<file path="config.mk">
export PLATFORM = sky130hd
export DESIGN_NAME = panel_top
export DESIGN_NICKNAME = d
export VERILOG_FILES = /design/src/hw/ctrl_pkg.sv /design/src/hw/disp_pkg.sv /design/src/hw/value_bus_if.sv /design/src/hw/button_debounce.sv /design/src/hw/tally_unit.sv /design/src/hw/switch_loader.sv /design/src/hw/value_arbiter.sv /design/src/hw/seg_scan.sv /design/src/hw/panel_top.sv
export VERILOG_INCLUDE_DIRS = /design/src /design/src/hw
export SDC_FILE = /design/constraint.sdc
export NUM_CORES = 1
export LEC_CHECK = 0
export BUFFER_PORTS_ARGS = -buffer_cell sky130_fd_sc_hd__buf_2
export CAP_MARGIN = 15
export CORE_UTILIZATION = 35
export CTS_CLUSTER_SIZE = 16
export DETAILED_ROUTE_END_ITERATION = 7
export GPL_TIMING_DRIVEN = 0
export PLACE_DENSITY = 0.52
export SETUP_SLACK_MARGIN = 0.05
export SYNTH_ARGS = -nofsm -noshare
export SYNTH_HDL_FRONTEND = slang
export SYNTH_SLANG_ARGS = --single-unit
</file>
<file path="constraint.sdc">
create_clock -name clk -period 3.4 [get_ports clk]
set_clock_uncertainty 0.2 [all_clocks]
set_input_delay 0.51 -clock clk [delete_from_list [all_inputs] [get_ports clk]]
set_output_delay 0.51 -clock clk [all_outputs]
set_load 0.02 [all_outputs]
</file>
<file path="src/hw/panel_consts.svh">
`ifndef PANEL_CONSTS_SVH
`define PANEL_CONSTS_SVH

// hold time is 2**DEBOUNCE_BITS cycles of a steady button.
`define DEBOUNCE_BITS 21

// cycles each digit stays lit.
`define SCAN_TICKS 25000

// active low, so all ones is dark.
`define SEG_BLANK 7'b111_1111

`endif

</file>
<file path="src/hw/ctrl_pkg.sv">
`default_nettype none

package ctrl_pkg;

    // the value kept by the panel, mirrored on the leds.
    typedef logic [15:0] panel_value_t;

    // debouncer states.
    typedef enum logic [1:0] {
        deb_idle,
        deb_counting,
        deb_fire,
        deb_wait_release
    } deb_state_t;

endpackage

`default_nettype wire

</file>
<file path="src/hw/disp_pkg.sv">
`default_nettype none

package disp_pkg;

    // one hex digit.
    typedef logic [3:0] nibble_t;

    // active-low segments, bit 0 is a and bit 6 is g.
    typedef logic [6:0] seg_t;

    // active-low digit enable, bit 0 is the rightmost digit.
    typedef logic [3:0] anode_t;

    // which of the four digits is lit.
    typedef logic [1:0] digit_sel_t;

endpackage

`default_nettype wire

</file>
<file path="src/hw/value_bus_if.sv">
`default_nettype none
`timescale 1ns/100ps

// one writer's path into the shared value register.
interface value_bus_if;
    import ctrl_pkg::*;

    logic         req;    // held while a write is pending.
    panel_value_t wdata;
    logic         grant;  // combinational, same cycle as req.
    panel_value_t value;  // current register contents.

    modport writer (
        output req,
        output wdata,
        input  grant,
        input  value
    );

    modport arbiter (
        input  req,
        input  wdata,
        output grant,
        output value
    );

endinterface

`default_nettype wire

</file>
<file path="src/hw/button_debounce.sv">
`default_nettype none
`timescale 1ns/100ps

`include "panel_consts.svh"

module button_debounce #(
    parameter int hold_bits = `DEBOUNCE_BITS
) (
    input  wire  clk,
    input  wire  rst_n,
    input  wire  button,
    output logic press
);
    import ctrl_pkg::*;

    deb_state_t       state;
    deb_state_t       state_next;
    logic [hold_bits:0] hold_cnt;
    logic [hold_bits:0] hold_cnt_next;

    always_ff @(posedge clk) begin
        if (!rst_n) begin
            state    <= deb_idle;
            hold_cnt <= '0;
        end else begin
            state    <= state_next;
            hold_cnt <= hold_cnt_next;
        end
    end

    always_comb begin
        state_next    = state;
        hold_cnt_next = '0;
        case (state)
            deb_idle: begin
                if (button) state_next = deb_counting;
            end
            deb_counting: begin
                if (!button) begin
                    state_next = deb_idle;          // bounce, start over.
                end else if (hold_cnt[hold_bits]) begin
                    state_next = deb_fire;
                end else begin
                    hold_cnt_next = hold_cnt + 1'b1;
                end
            end
            deb_fire: begin
                state_next = deb_wait_release;
            end
            deb_wait_release: begin
                if (!button) state_next = deb_idle; // one pulse per press.
            end
            default: state_next = deb_idle;
        endcase
    end

    assign press = (state == deb_fire);

endmodule

`default_nettype wire

</file>
<file path="src/hw/tally_unit.sv">
`default_nettype none
`timescale 1ns/100ps

module tally_unit (
    input  wire         clk,
    input  wire         rst_n,
    input  wire         up,
    input  wire         down,
    value_bus_if.writer bus
);
    import ctrl_pkg::*;

    logic pend_valid;
    logic pend_up;    // direction of the pending step.
    logic step;

    // both pulses together cancel out.
    assign step = up ^ down;

    always_ff @(posedge clk) begin
        if (!rst_n) begin
            pend_valid <= 1'b0;
        end else if (step) begin
            pend_valid <= 1'b1;
        end else if (bus.grant) begin
            pend_valid <= 1'b0;
        end
    end

    always_ff @(posedge clk) begin
        if (step) begin
            pend_up <= up;
        end
    end

    assign bus.req = pend_valid;

    // built from the live value, so a delayed step still lands right.
    always_comb begin
        if (pend_up) begin
            bus.wdata = bus.value + panel_value_t'(1);
        end else begin
            bus.wdata = bus.value - panel_value_t'(1);
        end
    end

endmodule

`default_nettype wire

</file>
<file path="src/hw/switch_loader.sv">
`default_nettype none
`timescale 1ns/100ps

module switch_loader (
    input  wire                    clk,
    input  wire                    rst_n,
    input  wire                    load,
    input  wire ctrl_pkg::panel_value_t switches,
    value_bus_if.writer            bus
);
    import ctrl_pkg::*;

    logic         pend_valid;
    panel_value_t load_data;

    always_ff @(posedge clk) begin
        if (!rst_n) begin
            pend_valid <= 1'b0;
        end else if (load) begin
            pend_valid <= 1'b1;
        end else if (bus.grant) begin
            pend_valid <= 1'b0;
        end
    end

    // a later load simply recaptures.
    always_ff @(posedge clk) begin
        if (load) begin
            load_data <= switches;
        end
    end

    assign bus.req   = pend_valid;
    assign bus.wdata = load_data;

endmodule

`default_nettype wire

</file>
<file path="src/hw/value_arbiter.sv">
`default_nettype none
`timescale 1ns/100ps

module value_arbiter (
    input  wire                     clk,
    input  wire                     rst_n,
    value_bus_if.arbiter            load_bus,
    value_bus_if.arbiter            tally_bus,
    output ctrl_pkg::panel_value_t  value
);
    import ctrl_pkg::*;

    panel_value_t value_q;
    logic         load_win;
    logic         tally_win;

    // loader first, tally only when the loader is quiet.
    assign load_win  = load_bus.req;
    assign tally_win = tally_bus.req & ~load_bus.req;

    assign load_bus.grant  = load_win;
    assign tally_bus.grant = tally_win;

    always_ff @(posedge clk) begin
        if (!rst_n) begin
            value_q <= '0;
        end else if (load_win) begin
            value_q <= load_bus.wdata;
        end else if (tally_win) begin
            value_q <= tally_bus.wdata;
        end
    end

    assign load_bus.value  = value_q;
    assign tally_bus.value = value_q;
    assign value           = value_q;

endmodule

`default_nettype wire

</file>
<file path="src/hw/seg_scan.sv">
`default_nettype none
`timescale 1ns/100ps

`include "panel_consts.svh"

module seg_scan #(
    parameter int scan_ticks = `SCAN_TICKS
) (
    input  wire                     clk,
    input  wire                     rst_n,
    input  wire ctrl_pkg::panel_value_t value,
    output disp_pkg::seg_t          segments,
    output disp_pkg::anode_t        anode
);
    import disp_pkg::*;

    localparam int timer_w = $clog2(scan_ticks + 1);

    logic [timer_w-1:0] digit_timer;
    digit_sel_t         digit_sel;
    nibble_t            digit;
    logic               blank;

    function automatic seg_t hex_to_seg(input nibble_t hex);
        case (hex)
            4'h0: return 7'b100_0000;
            4'h1: return 7'b111_1001;
            4'h2: return 7'b010_0100;
            4'h3: return 7'b011_0000;
            4'h4: return 7'b001_1001;
            4'h5: return 7'b001_0010;
            4'h6: return 7'b000_0010;
            4'h7: return 7'b111_1000;
            4'h8: return 7'b000_0000;
            4'h9: return 7'b001_0000;
            4'ha: return 7'b000_1000;
            4'hb: return 7'b000_0011;
            4'hc: return 7'b100_0110;
            4'hd: return 7'b010_0001;
            4'he: return 7'b000_0110;
            default: return 7'b000_1110;    // f.
        endcase
    endfunction

    always_ff @(posedge clk) begin
        if (!rst_n) begin
            digit_timer <= '0;
            digit_sel   <= '0;
        end else if (digit_timer == timer_w'(scan_ticks - 1)) begin
            digit_timer <= '0;
            digit_sel   <= digit_sel + digit_sel_t'(1);  // wraps 3 to 0.
        end else begin
            digit_timer <= digit_timer + 1'b1;
        end
    end

    always_comb begin
        blank = 1'b0;
        digit = value[3:0];
        case (digit_sel)
            2'd0: begin anode = 4'b1110; digit = value[3:0];   end
            2'd1: begin anode = 4'b1101; digit = value[7:4];   end
            2'd2: begin anode = 4'b1011; digit = value[11:8];  end
            2'd3: begin anode = 4'b0111; digit = value[15:12]; end
            default: begin
                anode = 4'b1111;
                blank = 1'b1;
            end
        endcase
    end

    assign segments = blank ? `SEG_BLANK : hex_to_seg(digit);

endmodule

`default_nettype wire

</file>
<file path="src/hw/panel_top.sv">
`default_nettype none
`timescale 1ns/100ps

`include "panel_consts.svh"

module panel_top #(
    parameter int debounce_bits = `DEBOUNCE_BITS,
    parameter int scan_ticks    = `SCAN_TICKS
) (
    input  wire                     clk,
    input  wire                     rst_n,
    input  wire                     btn_up,
    input  wire                     btn_down,
    input  wire                     btn_load,
    input  wire ctrl_pkg::panel_value_t switches,
    output disp_pkg::seg_t          segments,
    output disp_pkg::anode_t        anode,
    output ctrl_pkg::panel_value_t  led
);
    import ctrl_pkg::*;

    logic         up_press;
    logic         down_press;
    logic         load_press;
    panel_value_t value;

    value_bus_if load_bus ();
    value_bus_if tally_bus ();

    button_debounce #(.hold_bits(debounce_bits)) u_deb_up (
        .clk    (clk),
        .rst_n  (rst_n),
        .button (btn_up),
        .press  (up_press)
    );

    button_debounce #(.hold_bits(debounce_bits)) u_deb_down (
        .clk    (clk),
        .rst_n  (rst_n),
        .button (btn_down),
        .press  (down_press)
    );

    button_debounce #(.hold_bits(debounce_bits)) u_deb_load (
        .clk    (clk),
        .rst_n  (rst_n),
        .button (btn_load),
        .press  (load_press)
    );

    tally_unit u_tally (
        .clk   (clk),
        .rst_n (rst_n),
        .up    (up_press),
        .down  (down_press),
        .bus   (tally_bus.writer)
    );

    switch_loader u_loader (
        .clk      (clk),
        .rst_n    (rst_n),
        .load     (load_press),
        .switches (switches),
        .bus      (load_bus.writer)
    );

    value_arbiter u_arbiter (
        .clk       (clk),
        .rst_n     (rst_n),
        .load_bus  (load_bus.arbiter),
        .tally_bus (tally_bus.arbiter),
        .value     (value)
    );

    seg_scan #(.scan_ticks(scan_ticks)) u_scan (
        .clk      (clk),
        .rst_n    (rst_n),
        .value    (value),
        .segments (segments),
        .anode    (anode)
    );

    assign led = value;    // leds mirror the register.

endmodule

`default_nettype wire

</file>
After elaboration in Yosys (flattened, before gate mapping). Memories as Yosys holds them, arrays and structs flattened. Index checks and enable logic that the tools add are counted.

Bits in registers: 124. ROM bits: 112. Input bits: 21. Output and inout port bits: 27. Word-level logic and storage cells: 89. Memories kept: 1.

Memory list: (name not given) (depth 16, bits a word 7, read ports 1, clocked after memory_dff 0, wr ports 0, line seg_scan.sv:25) `case (hex)`.

$add $sub $neg: 7. Equality and inequality tests: 22. Mux-type cells: 23. Bitwise gates (word level): 10. Reductions and logical operators: 13.

Operators by type and width (count): $add A22 B1 Y22 const B (3); $mux W16 (3); $pmux W4 S4 (2); $mux W2 (12); $pmux W2 S4 (3); $add A16 B1 Y16 const B (1); $eq A2 B2 Y1 const B (8); $sub A16 B1 Y16 const B (1); $add A15 B1 Y15 const B (1); $eq A15 B15 Y1 const B (1); $ne A2 B2 Y1 const B (6); $reduce_or A4 Y1 (3); $ne A3 B2 Y1 const B (3); $reduce_and A3 Y1 (3); $eq A2 B1 Y1 const B (4); $logic_not A2 Y1 (4); $not A1 Y1 (8); $reduce_bool A2 Y1 (2); $mux W1 (3); $add A2 B1 Y2 const B (1); $reduce_or A2 Y1 (1); $and A1 B1 Y1 (1); $xor A1 B1 Y1 (1).

Longest topological paths before layout. Gate-level depths: netlist (run 1).

Word-level depth: 4. Depth in mapped cells: 10. Gate-level depth less buffers: 10.

Hierarchy. Synthesis (run 1) repeated with hierarchy kept, for this count alone.

Cells, all modules: 713. Area, all modules: 6687.7 um2.

Modules (own cells, without submodules): button_debounce (instances 3, cells an instance 119, area an instance 1024.7 um2, seq. area each 480.5 um2); seg_scan (instances 1, cells an instance 133, area an instance 1183.6 um2, seq. area each 340.3 um2); value_arbiter (instances 1, cells an instance 105, area an instance 1104.8 um2, seq. area each 320.3 um2); tally_unit (instances 1, cells an instance 99, area an instance 803.3 um2, seq. area each 50.0 um2); switch_loader (instances 1, cells an instance 19, area an instance 521.8 um2, seq. area each 500.5 um2).

Worst setup path before layout (run 1). Ideal clock, no wire load.

Path type: reg-to-output. Start point: reg u_scan.digit_sel[1]. End point: out segments[3]. Arrival: 2131 ps. Data required time: 2690 ps. Path slack: 559 ps. Stages on the path, launching flop included: 9. Path buffers: 0. Cell sequence: dfxtp_1 -> inv_1 -> ha_1 -> a222oi_1 -> nand2_1 -> o21ai_0 -> inv_1 -> ha_1 -> mux4_2.

Word-level cells in the longest chain between the ends: 3. Elaborated cells between the ends (all ways): 6. Classes of those cells: eq/ne: 3; mux: 1; reduce/logical: 1; memory: 1.

Ends and longest elaborated chain: start: declaration (line seg_scan.sv:20) `digit_sel_t digit_sel;`; start signal: assignment (line seg_scan.sv:51) `digit_sel <= digit_sel + digit_sel_t'(1);`; $eq A2 B2 Y1 (tied with other cells) (line seg_scan.sv:60) `case (digit_sel)`; $pmux W4 S4 (*) (line seg_scan.sv:60); $mem_v2 Z16 W7 (*); end: declaration (line panel_top.sv:16) `output disp_pkg::seg_t segments,`.

Every way passes the cells marked *; elsewhere a longest branch is shown, timed or not.

Worst setup path in the final report (run 1).
Start point: reg u_scan.digit_sel[0]. End point: out segments[3].

The elaborated chain is that of the path after synthesis.

==> flow_summary.yaml, run 1 <==
outcome:
  status: "finished clean"
timing:
  tightestPinTransition_ps: 806
  setup_viol: 0
  drv_slew: 0
  hold_viol_final: 0
  min_period_ps: 3250
  timing.final.crit_share_pct: 95.6
  rsz0062_at_grt: "yes"
  fin_setup_tns_ps: 0
  max_freq_mhz: 308
  slew_headroom_pct: 46.1
cts:
  cts.sinks: 124
  cts_buffers: 17
  cts_htree_levels: 4
  tritoncts: "yes"
  clockBufferDepth: 2
  clock-root-buffer: "clkbuf_16"
  clk_pin_slew_worst_paths_ps: 60
  holdBufCountCts: 0
  clock_latency_ps: 420
grt:
  grt-busiest-layer: "met2"
  grt_pass1_wl_um: 23600
  antenna_found_initial: 0
  grt_util_met1_pct: 20.8
  grt_use_met3_pct: 3.51
  grt_use_total_pct: 16.6
  first_global_vias: 4891
  grtUsageMet2_pct: 27.2
  grt_max_degree: 17
  gr-total-overflow: 0
route:
  first_iter_violations: 348
  firstDrtPassIters: 5
  avgViaCountPerCell: 5.10
  wirelength_um: 14200
  drc_errors: 0
  vias: 5066
  routedWlPerCell_um: 14.3
  postRouteAntennaNets: 0
logic_synthesis:
  syn-cell-area_mm2: 0.00614
  syn_inst: 686
  synth_most_common_cell: "dfxtp_1"
  ys_seq_area_share_pct: 43.2
  yosysTopAreaCellShare_pct: 34.9
  ys.flop_type: "dfxtp_1"
  avgSynthCellArea_um2: 8.95
  synth.distinct_cells: 67
  ys_ff_latch: 124
  ys_top_cells_by_area: "dfxtp_1 35%, edfxtp_1 8.3%, nor2_1 6.4%, xor2_1 6.3%, ha_1 5.5%"
  async_flop_share_pct: 0
  synth_common_cells: "107 x dfxtp_1, 105 x nor2_1, 55 x nand2_1"
  syn_nets: 735
  synth-warning-count: 0
  synth_edf_count: 17
  synth.largest_area_cell: "dfxtp_1"
placed_design:
  hpwl_um: 10400
  finalWeightedCongestion: 0.911
  place_inst: 958
  portBuffers: 46
finish:
  nNetsFinal: 804
  diodes: 0
  num-fill-cells: 1673
  instances_no_fill: 993
  area_delta_synth_final_pct: 20.4
  drive_gt1_share_pct: 14.7
power:
  p_per_area_mw_per_mm2: 457
  p_leak_uw: 0.00271
  vdd_drop_max_v: 0.000362
critical_path:
  crit_fanout: 5
  path_common_cell: "buf_6"
  crit_chain: "inv_4 > ha_4 > a222oi_1 > and2_1 > a21o_1 > buf_6 > ha_1 > inv_1 > mux4_2 > buf_6"
  cp.required_ps: 2690
  cp_top_family: "multiplexers"
  cp_num_buf_inv: 4
  critical-path-max-stage-delay_ps: 460
  cp.arrival_ps: 2540
  endpoint_kind: "primary output"
  crit_path_start_kind: "flop"
  crit_path_top_delay_cell: "mux4_2"
  critPathKind: "reg2out"
die:
  fp-row-count: 48
  die_w_um: 134
  io-pin-count: 48
  dieHeight_um: 134
  coreArea_mm2: 0.0172
  die-area_mm2: 0.0181
  initial_utilization_pct: 35.6
flow_run:
  max_cap_viol_count: 0
worst_hold_path:
  holdCritPathClass: "in2reg"
[area by class of cell]
class,instances,area (um2),area share [%]
well taps,225,282,3.81
flip-flops and latches,124,2660,36.0
plain buffers,19,77.6,1.05
inverters,31,126,1.71
clock inverters,13,135,1.83
repair buffers,50,274,3.71
clock buffers,19,475,6.43
multi-input cells,512,3360,45.5
[state kept, by name, summed over array words and instances (netlist names), 2 cells and up, named ones only]
signal,flops
u_scan.digit_sel,2
u_arbiter.load_bus.value,16
u_scan.digit_timer,15
u_deb_down.hold_cnt,22
u_deb_up.hold_cnt,22
u_deb_load.hold_cnt,22
u_loader.bus.wdata,16
[metrics by stage]
stage / setup WS [ps] / util (%) / hold WS (ps) / power (uW) / area (um2)
6_report: 151 / 42.9 / 67.7 / 3380 / 7390
5_1_grt: 36.1 / 42.9 / 53.2 / 3490 / 7390
4_1_cts: 54.1 / 42.5 / 51.9 / 3420 / 7320
3_5_place_dp: 213 / 38.6 / 242 / 1570 / 6660
3_3_place_gp: 272 / 38.6 / 229 / 1570 / 6650
2_1_floorplan: 559 / - / 218 / 1550 / 6140
[worst paths after layout]
path / startpoint / to / slack (ps) / cells after the start
worst max-delay path: u_scan.digit_sel[0] / segments[3] / 150 / 10
worst min-delay path: switches[3] / u_loader.bus.wdata[3] / 70 / 1
worst max register to register: u_tally.pend_up / u_arbiter.load_bus.value[7] / 540 / 7
worst min register to register: u_deb_load.hold_cnt[20] / u_deb_load.hold_cnt[21] / 260 / 2
[cells in the final DEF, fill, tap and decap left out, types with 4 or more instances in the layout]
master       n
xor2_1      44
ha_1        21
ha_4         4
a211oi_1     5
a21o_1       6
a222oi_1     4
dfxtp_1    105
clkbuf_16   19
and2_1       4
edfxtp_1    17
nor3_1      15
inv_1       24
clkinv_2     4
o21ai_1      5
nor2_1     105
nand4_1     21
nand2b_1     7
nor3b_1      5
nand3_1     30
clkbuf_1    12
or3_1        8
o21ai_0     19
mux2i_1      5
xnor2_1     31
a21oi_1     34
inv_2        4
o22ai_1      5
and4_1       9
nor4b_1      4
nand2_1     55
o211ai_1     4
and3_1      10
buf_2       50
[logic make-up after synthesis]
family,share of synthesized area [%]
DFF,43.2
and+or+nand+nor,23.9
adders and majority gates,5.83
xor gates and xnor gates,10.7
AOI/OAI and AO/OA,11.7
buffers and inverters,3.24
muxes,1.41
[power by group]
part / switching, uW / leakage (uW) / internal, uW
clock: 678 / 0.000296 / 1160
sequential: 5.94 / 0.00102 / 1490
combinational: 28.2 / 0.00140 / 16.4
[layer usage]
metal  wire length (um)  vias to the layer above  part of all wire [%]
met5                  0                        -                     0
met4                303                        0                   2.1
met3                507                       25                   3.6
met2               6710                      110                    47
met1               6720                     2369                    47
li1                   -                     2562                     -
[timing repair]
| action | CTS | global route |
|---|---|---|
| hold endpoints to repair | 0 | 0 |
| setup endpoints to repair | 6 | 4 |
| buffers inserted | 2 | 1 |
| pin swaps | 2 | 5 |
| resized for setup | 10 | 17 |
Note: power is estimated with default switching activity, not from simulation.
==> run 2, diff against run 1 <==
--- a/config.mk
+++ b/config.mk
@@ -14,6 +14,8 @@
 export GPL_TIMING_DRIVEN = 0
 export PLACE_DENSITY = 0.52
 export SETUP_SLACK_MARGIN = 0.05
+export SLEW_MARGIN = 40
 export SYNTH_ARGS = -nofsm -noshare
 export SYNTH_HDL_FRONTEND = slang
+export SYNTH_HIERARCHICAL = 1
 export SYNTH_SLANG_ARGS = --single-unit
==> run 2 against run 1 <==
Routed wire length fell by 1.2%. Highest routed layer is now met5. Count of clock-buffer cells in the layout fell by 1. Synthesized cell count rose by 3.9%.
==> flow_summary.yaml, run 2 <==
critical_path:
  endpoint_kind: "primary output"
  cp.arrival_ps: 2510
  crit_fanout: 5
  crit_path_start_kind: "flop"
  cp.required_ps: 2690
  critPathKind: "reg2out"
cts:
  cts.sinks: 124
  cts_htree_levels: 4
  tritoncts: "yes"
  cts_buffers: 17
  holdBufCountCts: 0
  clock-root-buffer: "clkbuf_16"
  clk_pin_slew_worst_paths_ps: 60
  clockBufferDepth: 2
  clock_latency_ps: 420
worst_hold_path:
  holdCritPathClass: "in2reg"
finish:
  mostFrequentLayoutCell: "dfxtp_1"
  nNetsFinal: 833
  multiInputGateArea_mm2: 0.00361
  num-fill-cells: 1857
  drive_gt1_share_pct: 22.5
  final_util_pct: 42.0
  seqCellArea_mm2: 0.00265
  area_delta_synth_final_pct: 17.6
  top_regs: "u_deb_down/hold_cnt: 22 flops, u_deb_load/hold_cnt: 22 flops, u_deb_up/hold_cnt: 22 flops"
  mostFrequentLayoutCells: "106 x dfxtp_1, 61 x nor2_1, 54 x buf_2"
grt:
  grt_pass1_wl_um: 23300
  antenna_found_initial: 3
  gr-total-overflow: 0
  grt_use_total_pct: 14.9
  grt_max_degree: 18
  first_global_vias: 5000
logic_synthesis:
  ys_ff_latch: 124
  ys_seq_area_share_pct: 39.7
  yosysTopAreaCellShare_pct: 32.0
  syn_nets: 763
  syn_inst: 713
  ys.flop_type: "dfxtp_1"
  ys_top_cells_by_area: "dfxtp_1 32%, edfxtp_1 7.6%, ha_1 5.2%, xor2_1 4.7%, buf_4 3.7%"
  syn-cell-area_mm2: 0.00669
  synth-warning-count: 6
  synth.distinct_cells: 69
  synth_common_cells: "107 x dfxtp_1, 61 x nor2_1, 43 x a21oi_1"
  synth.largest_area_cell: "dfxtp_1"
  synth_edf_count: 17
  async_flop_share_pct: 0
  avgSynthCellArea_um2: 9.38
  synth_most_common_cell: "dfxtp_1"
power:
  p_comb_share_pct: 1.3
  p_switching_uw: 672
  p_per_area_mw_per_mm2: 422
  switching_share_pct: 20.3
  internal_power_uw: 2650
  p_leak_uw: 0.00322
  seq_power_share_pct: 45.2
  vdd_drop_max_v: 0.000326
  p_total_uw: 3320
  clkPwrFrac_pct: 53.6
route:
  avgViaCountPerCell: 5.07
  firstDrtPassIters: 6
  routedWlPerCell_um: 13.6
  postRouteAntennaNets: 0
  first_iter_violations: 300
  wirelength_um: 14100
  drc_errors: 0
  vias: 5235
timing:
  min_period_ps: 3220
  hold_viol_final: 0
  timing.final.crit_share_pct: 94.6
  drv_slew: 0
  holdWs_ps: 66.9
  tightestPinTransition_ps: 561
  rsz0062_at_grt: "no"
  max_freq_mhz: 311
  slew_headroom_pct: 62.6
  setup_ws_ps: 183
  setup_viol: 0
  fin_setup_tns_ps: 0
flow_run:
  max_cap_viol_count: 0
placed_design:
  portBuffers: 47
  finalWeightedCongestion: 0.838
  hpwl_um: 10400
  place_ws_ps: 354
die:
  fp-row-count: 50
  die_w_um: 140
  io-pin-count: 48
  initial_utilization_pct: 35.8
  coreArea_mm2: 0.0187
  die-area_mm2: 0.0197
  dieHeight_um: 140
outcome:
  status: "finished clean"
run 2: metal layers:
layer	vias to the layer above	wire, um	part of all wire, %	GRT usage, %
met5	-	8	0.057	0
met4	2	236	1.7	7.11
met3	19	530	3.8	4.00
met2	83	6770	48	24.8
met1	2482	6530	46	17.7
li1	2649	-	-	-
run 2: power groups by stage:
stage                     Sequential, uW  Clock [uW]  Combinational [uW]
after floorplan                     1530           0                20.0
after global placement              1530           0                40.5
after detailed placement            1530           0                42.3
after CTS                           1500        1830                42.4
after global routing                1500        1890                46.8
final                               1500        1780                41.6
run 2: cell families (layout without fill, tap and decap cells):
logic type	after synthesis	count (layout)	synth area share, %
xor gates and xnor gates	60	60	7.86
other	0	3	0
AOI/OAI and AO/OA	124	124	12.6
and+or+nand+nor	268	268	22.1
buffers and inverters	78	161	6.85
muxes	30	30	5.35
DFF	124	124	39.7
adders and majority gates	29	29	5.54
run 2: worst max-delay path, cell delays in order (launching register included):
cell	delay, ps
dfxtp_2	340
ha_1	270
a22oi_1	210
nand2_1	110
mux2i_4	230
inv_2	90
ha_1	260
and3_1	170
a221o_1	260
buf_2	160
run 2: path summary, 6_finish.rpt:
path,slack (ps),end,cells past startpoint,startpoint
worst max-delay path,180,segments[0],9,u_scan/digit_sel[0]
worst min register to register,240,u_deb_up/hold_cnt[21],2,u_deb_up/hold_cnt[20]
worst max register to register,450,u_arbiter/load_bus.value[13],9,u_tally/pend_up
worst min-delay path,70,u_loader/bus.wdata[6],1,switches[6]
run 2: final cells by class:
class                   instances  area share (%)
inverters                      22            1.05
flip-flops and latches        124            33.7
clock inverters                14            1.94
clock buffers                  18            5.46
diodes                          3          0.0955
plain buffers                  56            4.77
well taps                     234            3.72
repair buffers                 51            3.37
multi-input cells             511            45.8
run 2: repair_timing:
item                                   CTS  global route
endpoints found under the hold margin    0             0
resized for setup                        3             4
setup buffers                            1             3
setup endpoints to repair                2             3
run 2: metrics by stage:
stage	area, um2	cells
after floorplan	6690	713
after detailed placement	7220	994
final	7870	1033
after CTS	7820	1027
after global placement	7220	994
after global routing	7860	1031
